<file path="config.mk">
export PLATFORM = sky130hd
export DESIGN_NAME = vsaSystem
export DESIGN_NICKNAME = d
export VERILOG_FILES = /design/src/hw/vsaPkg.sv /design/src/hw/vsaRegisterFile.sv /design/src/hw/vsaAlu.sv /design/src/hw/wordMemory.sv /design/src/hw/vsaCore.sv /design/src/hw/vsaSystem.sv
export SDC_FILE = /design/constraint.sdc
export NUM_CORES = 1
export LEC_CHECK = 0
export BUFFER_PORTS_ARGS = -buffer_cell sky130_fd_sc_hd__buf_2
export CORE_MARGIN = 3
export CORE_UTILIZATION = 65
export CTS_BUF_LIST = sky130_fd_sc_hd__clkbuf_4
export CTS_CLUSTER_DIAMETER = 40
export DETAILED_ROUTE_END_ITERATION = 7
export GPL_TIMING_DRIVEN = 0
export PLACE_DENSITY = 0.82
export SYNTH_ARGS = -nofsm -noshare
export SYNTH_HDL_FRONTEND = slang
export SYNTH_HIERARCHICAL = 1
export SYNTH_SLANG_ARGS = --single-unit
</file>
<file path="constraint.sdc">
create_clock -name clock -period 4 [get_ports clock]
set_input_delay 0.4 -clock clock [delete_from_list [all_inputs] [get_ports clock]]
set_output_delay 0.4 -clock clock [all_outputs]
set_load 0.05 [all_outputs]
</file>
<file path="src/hw/vsaPkg.sv">
/*
 * Shared definitions for the Very Simple Architecture core and its system.
 * Widths, payload types, opcode and function encodings and the FSM states.
 * Modules import this package inside their bodies and use scoped names in port lists.
 */

package vsaPkg;

    localparam int wordWidth   = 5;   // data path width
    localparam int addrWidth   = 5;   // pc and memory address width
    localparam int instrWidth  = 12;  // instruction word width
    localparam int regIdxWidth = 2;   // four architectural registers
    localparam int memDepth    = 32;  // entries per memory

    typedef logic [wordWidth-1:0]   wordT;
    typedef logic [addrWidth-1:0]   addrT;
    typedef logic [instrWidth-1:0]  instrT;
    typedef logic [regIdxWidth-1:0] regIdxT;

    // major opcode, IR[11:9]; codes 6 and 7 are unused
    typedef enum logic [2:0] {
        LW    = 3'd0,
        SW    = 3'd1,
        BEQZ  = 3'd2,
        ALUop = 3'd3,  // register-register group, function in IR[2:0]
        ADDI  = 3'd4,
        SUBI  = 3'd5
    } opcodeT;

    // function field of the register-register group
    typedef enum logic [2:0] {
        ADD = 3'd0,
        SUB = 3'd1,
        AND = 3'd2,
        OR  = 3'd3,
        XOR = 3'd4,
        NOT = 3'd5,  // operates on A only
        SRL = 3'd6,
        SRA = 3'd7
    } funcT;

    // one state per cycle, five cycles per instruction
    typedef enum logic [2:0] {
        IF  = 3'd0,
        ID  = 3'd1,
        EX  = 3'd2,
        MEM = 3'd3,
        WB  = 3'd4
    } stateT;

endpackage

</file>
<file path="src/hw/vsaRegisterFile.sv">
/*
 * Four-entry register file of the core, two combinational read ports.
 * R0 is hard-wired to zero and drops writes, R1 to R3 are real storage.
 */

`timescale 1ns/1ps

module vsaRegisterFile (
    input  logic           clock,
    input  logic           arstN,
    input  vsaPkg::regIdxT readIdxA,
    input  vsaPkg::regIdxT readIdxB,
    output vsaPkg::wordT   readA,
    output vsaPkg::wordT   readB,
    input  logic           writeEnable,
    input  vsaPkg::regIdxT writeIdx,
    input  vsaPkg::wordT   writeData
);
    import vsaPkg::*;

    wordT regs [1:3];  // no storage behind R0

    // R0 reads as zero
    assign readA = (readIdxA == '0) ? '0 : regs[readIdxA];
    assign readB = (readIdxB == '0) ? '0 : regs[readIdxB];

    always_ff @(posedge clock or negedge arstN) begin
        if (!arstN) begin
            for (int i = 1; i <= 3; i++) begin
                regs[i] <= '0;
            end
        end else if (writeEnable && (writeIdx != '0)) begin
            regs[writeIdx] <= writeData;  // write to R0 is lost
        end
    end

endmodule

</file>
<file path="src/hw/vsaAlu.sv">
/*
 * Execute-stage ALU of the core, purely combinational.
 * Gives the result that the core latches into ALUOutput, plus the BEQZ zero test.
 */

`timescale 1ns/1ps

module vsaAlu (
    input  vsaPkg::opcodeT opcode,
    input  vsaPkg::funcT   func,
    input  vsaPkg::wordT   operandA,
    input  vsaPkg::wordT   operandB,
    input  vsaPkg::wordT   immediate,
    input  vsaPkg::addrT   nextPc,
    output vsaPkg::wordT   result,
    output logic           isZero
);
    import vsaPkg::*;

    // branch offset counts instructions, so low four bits times two
    addrT branchTarget;

    assign branchTarget = nextPc + {immediate[3:0], 1'b0};
    assign isZero       = (operandA == '0);  // BEQZ condition on A

    always_comb begin
        result = '0;  // unused opcodes
        case (opcode)
            LW, SW: result = operandA + immediate;  // effective address
            ADDI:   result = operandA + immediate;
            SUBI:   result = operandA - immediate;
            BEQZ:   result = branchTarget;  // pc taken only if A is zero
            ALUop: begin
                case (func)
                    ADD: result = operandA + operandB;  // wraps at 5 bits
                    SUB: result = operandA - operandB;
                    AND: result = operandA & operandB;
                    OR:  result = operandA | operandB;
                    XOR: result = operandA ^ operandB;
                    NOT: result = ~operandA;
                    SRL: result = {1'b0, operandA[4:1]};         // zero fill
                    SRA: result = {operandA[4], operandA[4:1]};  // sign kept
                    default: result = '0;
                endcase
            end
            default: result = '0;
        endcase
    end

endmodule

</file>
<file path="src/hw/wordMemory.sv">
/*
 * Small memory with asynchronous read and write on the rising clock edge.
 * The word type is a type parameter, so one block serves instructions and data.
 */

`timescale 1ns/1ps

module wordMemory #(
    parameter type memWordT = vsaPkg::wordT
) (
    input  logic         clock,
    input  vsaPkg::addrT readAddr,
    output memWordT      readData,
    input  logic         writeEnable,
    input  vsaPkg::addrT writeAddr,
    input  memWordT      writeData
);
    import vsaPkg::*;

    memWordT mem [memDepth];  // contents survive reset

    // same-cycle read
    assign readData = mem[readAddr];

    always_ff @(posedge clock) begin
        if (writeEnable) begin
            mem[writeAddr] <= writeData;
        end
    end

endmodule

</file>
<file path="src/hw/vsaCore.sv">
/*
 * Multicycle VSA core with five states per instruction (IF, ID, EX, MEM, WB).
 * Holds the FSM and the datapath registers PC, NPC, IR, A, B, ALUOutput, Cond, LMD.
 * run is looked at only in IF; while it is low the core waits there.
 * Instruction and data memories must answer in the same cycle.
 */

`timescale 1ns/1ps

module vsaCore (
    input  logic          clock,
    input  logic          arstN,
    input  logic          run,
    output vsaPkg::addrT  pc,           // instruction memory address
    input  vsaPkg::instrT instruction,  // same-cycle fetch data
    output vsaPkg::addrT  dataAddr,     // data memory address
    input  vsaPkg::wordT  dataIn,       // load data
    output vsaPkg::wordT  dataOut,      // store data
    output logic          wr            // store strobe for one MEM cycle
);
    import vsaPkg::*;

    stateT state;

    // datapath registers
    addrT  npc;        // pc + 2
    instrT ir;
    wordT  regA;       // first operand
    wordT  regB;       // second operand and store data
    wordT  aluOutput;  // result or address or branch target
    logic  cond;       // BEQZ outcome
    wordT  lmd;        // load data

    // IR fields
    opcodeT opcode;
    regIdxT adFld1;    // source 1
    regIdxT adFld2;    // source 2 or I-format destination
    regIdxT adFld3;    // R-format destination
    funcT   funFld;
    wordT   immFld;

    assign opcode = opcodeT'(ir[11:9]);
    assign adFld1 = ir[8:7];
    assign adFld2 = ir[6:5];
    assign adFld3 = ir[4:3];
    assign funFld = funcT'(ir[2:0]);
    assign immFld = ir[4:0];  // used unsigned

    // instruction classes
    logic memRef;
    logic regRegAlu;
    logic regImmAlu;
    logic branch;
    logic isLoad;

    assign memRef    = (opcode == LW) || (opcode == SW);
    assign regRegAlu = (opcode == ALUop);
    assign regImmAlu = (opcode == ADDI) || (opcode == SUBI);
    assign branch    = (opcode == BEQZ);
    assign isLoad    = (opcode == LW);

    // register file hookup
    wordT   readA;
    wordT   readB;
    logic   rfWrite;
    regIdxT rfWriteIdx;
    wordT   rfWriteData;

    // writes land at the edge that ends WB
    assign rfWrite     = (state == WB) && (regRegAlu || regImmAlu || isLoad);
    assign rfWriteIdx  = regRegAlu ? adFld3 : adFld2;
    assign rfWriteData = isLoad ? lmd : aluOutput;

    vsaRegisterFile registerFile (
        .clock       (clock),
        .arstN       (arstN),
        .readIdxA    (adFld1),
        .readIdxB    (adFld2),
        .readA       (readA),
        .readB       (readB),
        .writeEnable (rfWrite),
        .writeIdx    (rfWriteIdx),
        .writeData   (rfWriteData)
    );

    // ALU sees the registered operands during EX
    wordT aluResult;
    logic aluZero;

    vsaAlu alu (
        .opcode    (opcode),
        .func      (funFld),
        .operandA  (regA),
        .operandB  (regB),
        .immediate (immFld),
        .nextPc    (npc),
        .result    (aluResult),
        .isZero    (aluZero)
    );

    // memory side is plain wiring of the datapath registers
    assign dataAddr = aluOutput;
    assign dataOut  = regB;
    assign wr       = (state == MEM) && (opcode == SW);

    // FSM steps a fixed sequence once run lets IF go
    always_ff @(posedge clock or negedge arstN) begin
        if (!arstN) begin
            state <= IF;
        end else begin
            case (state)
                IF:      if (run) state <= ID;  // hold in fetch
                ID:      state <= EX;
                EX:      state <= MEM;
                MEM:     state <= WB;
                WB:      state <= IF;
                default: state <= IF;
            endcase
        end
    end

    always_ff @(posedge clock or negedge arstN) begin
        if (!arstN) begin
            pc        <= '0;
            npc       <= '0;
            ir        <= '0;
            regA      <= '0;
            regB      <= '0;
            aluOutput <= '0;
            cond      <= 1'b0;
            lmd       <= '0;
        end else begin
            case (state)
                IF: begin
                    if (run) begin
                        npc <= pc + addrT'(2);
                        ir  <= instruction;
                    end
                end
                ID: begin
                    regA <= readA;
                    regB <= readB;
                end
                EX: begin
                    // unused opcodes leave ALUOutput alone
                    if (memRef || regRegAlu || regImmAlu || branch)
                        aluOutput <= aluResult;
                    if (branch)
                        cond <= aluZero;
                end
                MEM: begin
                    if (isLoad)
                        lmd <= dataIn;
                    pc <= (branch && cond) ? aluOutput : npc;  // once per instr
                end
                default: ;  // WB only writes the register file
            endcase
        end
    end

endmodule

</file>
<file path="src/hw/vsaSystem.sv">
/*
 * System top: VSA core with its instruction memory and data memory.
 * The host fills instruction memory through the load port while run is low.
 * pc and the store port are visible outside so that results can be observed.
 */

`timescale 1ns/1ps

module vsaSystem (
    input  logic          clock,
    input  logic          arstN,
    input  logic          run,
    input  logic          loadWrite,  // host write strobe for program
    input  vsaPkg::addrT  loadAddr,
    input  vsaPkg::instrT loadInstr,
    output vsaPkg::addrT  pc,
    output vsaPkg::addrT  dataAddr,
    output vsaPkg::wordT  dataOut,
    output logic          wr
);
    import vsaPkg::*;

    instrT instruction;  // fetch data back to the core
    wordT  dataIn;       // load data back to the core

    vsaCore core (
        .clock       (clock),
        .arstN       (arstN),
        .run         (run),
        .pc          (pc),
        .instruction (instruction),
        .dataAddr    (dataAddr),
        .dataIn      (dataIn),
        .dataOut     (dataOut),
        .wr          (wr)
    );

    // program store, core reads and host writes
    wordMemory #(
        .memWordT (instrT)
    ) instrMemory (
        .clock       (clock),
        .readAddr    (pc),
        .readData    (instruction),
        .writeEnable (loadWrite),
        .writeAddr   (loadAddr),
        .writeData   (loadInstr)
    );

    // data store, one address for loads and stores
    wordMemory #(
        .memWordT (wordT)
    ) dataMemory (
        .clock       (clock),
        .readAddr    (dataAddr),
        .readData    (dataIn),
        .writeEnable (wr),
        .writeAddr   (dataAddr),
        .writeData   (dataOut)
    );

endmodule

</file>
==> results.ini <==
[sta]
setup_viol=0
clock.fmax_ghz=0.281
max_slew_margin=0.100
skew_ns=0.0598
hold_viol_final=0
post-route-period-util=0.890
fin_crit_ns=3.56
final-max-slew-violation-count=0
final.setup.tns_ns=0
rsz0062_at_grt=false
setup_slack_ns=0.439
worst_slew_pin_slew_ns=1.35

[logic_synthesis]
synth_edf_count=544
ys_seq_area_frac=0.704
synth.distinct_cells=59
synth_ff_type=edfxtp_1
synth_top_area_frac=0.643
ys_top_cells_by_count=edfxtp_1 (544), mux2i_1 (202), nor2_1 (83)
synth.area.top_cells=edfxtp_1 (64%), mux2i_1 (8.0%), dfrtp_1 (6.0%)
synth_nets=1524
avgSynthCellArea_um2=17.2
syn_area_mm2=0.0254
synth_async_sr_flop_share=0.101
yosysMostFrequentCell=edfxtp_1
ys_warn_count=6
synth_top_cell_by_area=edfxtp_1
ys_ff_latch=605
synthCells=1476

[global_routing]
grt_start_max_net_pins=62
grt_pass1_vias=14800
grt_overflow=0
grt_pass1_wl_um=85800
antenna_found_initial=1
track_usage=0.277

[cts]
cts.sinks=605
clk_pin_slew_worst_paths_ns=0.06
cts-htree-levels=4
cts_tree=yes
ctsResizeCount=0
clock_tree.root_cell=clkbuf_4
cts_buffer_depth=3
clk_latency_ns=0.84
cts_inserted_buffers=149

[route]
wl_per_cell_um=24.7
wl_um=56500
routed-wl-met2_um=28400
num_vias=14400
drtAntennaViolNets=0
drc=0
drtIter0Drc=1605
drt_pass1_iterations=5
met3WireLength_um=5000
drt-met1-wl_um=21100
topRoutingLayerUsed=met4
via_per_inst=6.32

[die]
design.core.area_mm2=0.0381
floorplan.initialDensity=0.666
pin_count=37
rows=71
dieWidth_um=204
fp.dieArea_mm2=0.0415
die-height_um=204

[run_status]
outcome=complete, no violations

[power]
p_per_area_mw_per_mm2=693
leakage_nw=9.44
ir_drop_mv=0.369

[layout]
drive_above_1_share=0.254
final_core_util=0.739
syn_to_final_growth_pct=10.9
finish.net_count=1714

[critical_path]
cp_max_fo=38
arrival_ns=4.26
worstPathRequired_ns=4.70
endpoint_kind=flop
cp-start-kind=flop
critical_path_class=flop to flop

[job]
cap_violations=0

[placed_design]
pre_cts_ws_ns=0.389
portBuffers=36
dp_hpwl_um=35800
place_congestion=0.868

[hold_path]
hold_path.class=input port to flop

[cell type report]
cell class,count,area [um^2]
Clock buffer,213,1600
Inverter,18,67.6
Sequential cell,605,17900
Tap cell,511,639
Antenna cell,1,2.50
Multi-Input combinational cell,779,6890
Clock inverter,46,299
Timing Repair Buffer,39,230
Buffer,74,572
Fill cell,2230,9950
[path summary, 6_finish.rpt]
path / start / to / slack, ns / cells past startpoint
max reg2reg: core/dataOut[0] / core/dataAddr[4] / 0.44 / 11
min: loadInstr[0] / instrMemory/mem[29][0] / 0.13 / 1
min in group asynchronous: arstN / core/regA[4] / 0.19 / 2
max: core/dataOut[0] / core/dataAddr[4] / 0.44 / 11
max in group asynchronous: arstN / core/ir[7] / 3.23 / 2
min reg2reg: core/cond / core/cond / 0.51 / 1
[cell families (layout without fill, tap and decap cells)]
| logic type | after synthesis | count (layout) | synth area share |
|---|---|---|---|
| AO/OA/AOI/OAI | 171 | 171 | 0.0465 |
| XOR/XNOR | 16 | 16 | 0.00606 |
| adder cells (fa/ha/maj) | 27 | 27 | 0.0142 |
| buffers and inverters | 92 | 390 | 0.0252 |
| flip-flops | 605 | 605 | 0.704 |
| multiplexers | 323 | 323 | 0.156 |
| other | 0 | 1 | 0 |
| AND/OR/NAND/NOR | 242 | 242 | 0.0481 |
[power by group]
part           internal, mW  switching, mW
combinational          2.78           3.54
clock                  2.71           2.36
sequential             7.39          0.748
total                  12.9           6.65
[layout by cell type (no fill, tap or decap), types with 5 or more instances in the layout]
cell type / instances
buf_12: 8
buf_4: 13
a31oi_1: 14
dfrtp_1: 61
nor2b_1: 10
a22o_1: 33
o21ai_0: 17
inv_2: 5
ha_1: 24
mux2i_1: 202
nand2_1: 44
clkbuf_4: 213
inv_1: 18
buf_6: 9
edfxtp_1: 544
or3b_2: 6
nand3b_1: 13
mux2_4: 6
nor2_1: 83
nor3_1: 14
clkinv_1: 31
nand4_1: 14
nand3_1: 37
xnor2_1: 11
a21oi_1: 38
a22oi_1: 48
clkbuf_1: 18
buf_2: 58
mux4_2: 50
mux2_2: 62
[registers in the layout (all words and copies together) (netlist names), 3 cells and up]
register / count
core/registerFile/regs: 15
core/ir: 12
core/dataAddr: 5
core/npc: 5
core/regA: 5
instrMemory/mem: 384
core/state: 3
core/pc: 5
core/dataOut: 5
core/lmd: 5
dataMemory/mem: 160
[critical path: stages (launching register included)]
cell and delay [ns]:
dfrtp_1 1.21, inv_1 0.19, ha_1 0.30, a21oi_1 0.17, xnor2_1 0.09, ha_1 0.37, a21o_1 0.21, a21oi_1 0.17
xnor3_1 0.23, nor2_1 0.14, o221ai_1 0.12, mux2_2 0.26
[stage by stage]
step | power, mW | area [um^2] | hold WS (ns) | std cells
detailed placement | 14.5 | 26200 | 0.500 | 2023
floorplan | 12.5 | 25400 | 0.104 | 1476
global route | 20.5 | 28200 | 0.0618 | 2286
CTS | 19.5 | 28100 | 0.0369 | 2284
global placement | 14.3 | 26200 | 0.482 | 2023
finish | 19.5 | 28200 | 0.131 | 2286
[routing by layer]
layer / global-route usage / vias up
met1: 0.363 / 7163
met2: 0.453 / 815
li1: - / 6318
met4: 0.123 / 0
met3: 0.0607 / 143
met5: 0 / -
[repair_timing]
action                    4_1_cts  5_1_grt
setup buffers                   0        0
hold endpoints to repair       62        0
hold buffers                    2        0
Power figures use the tool's default switching activity.
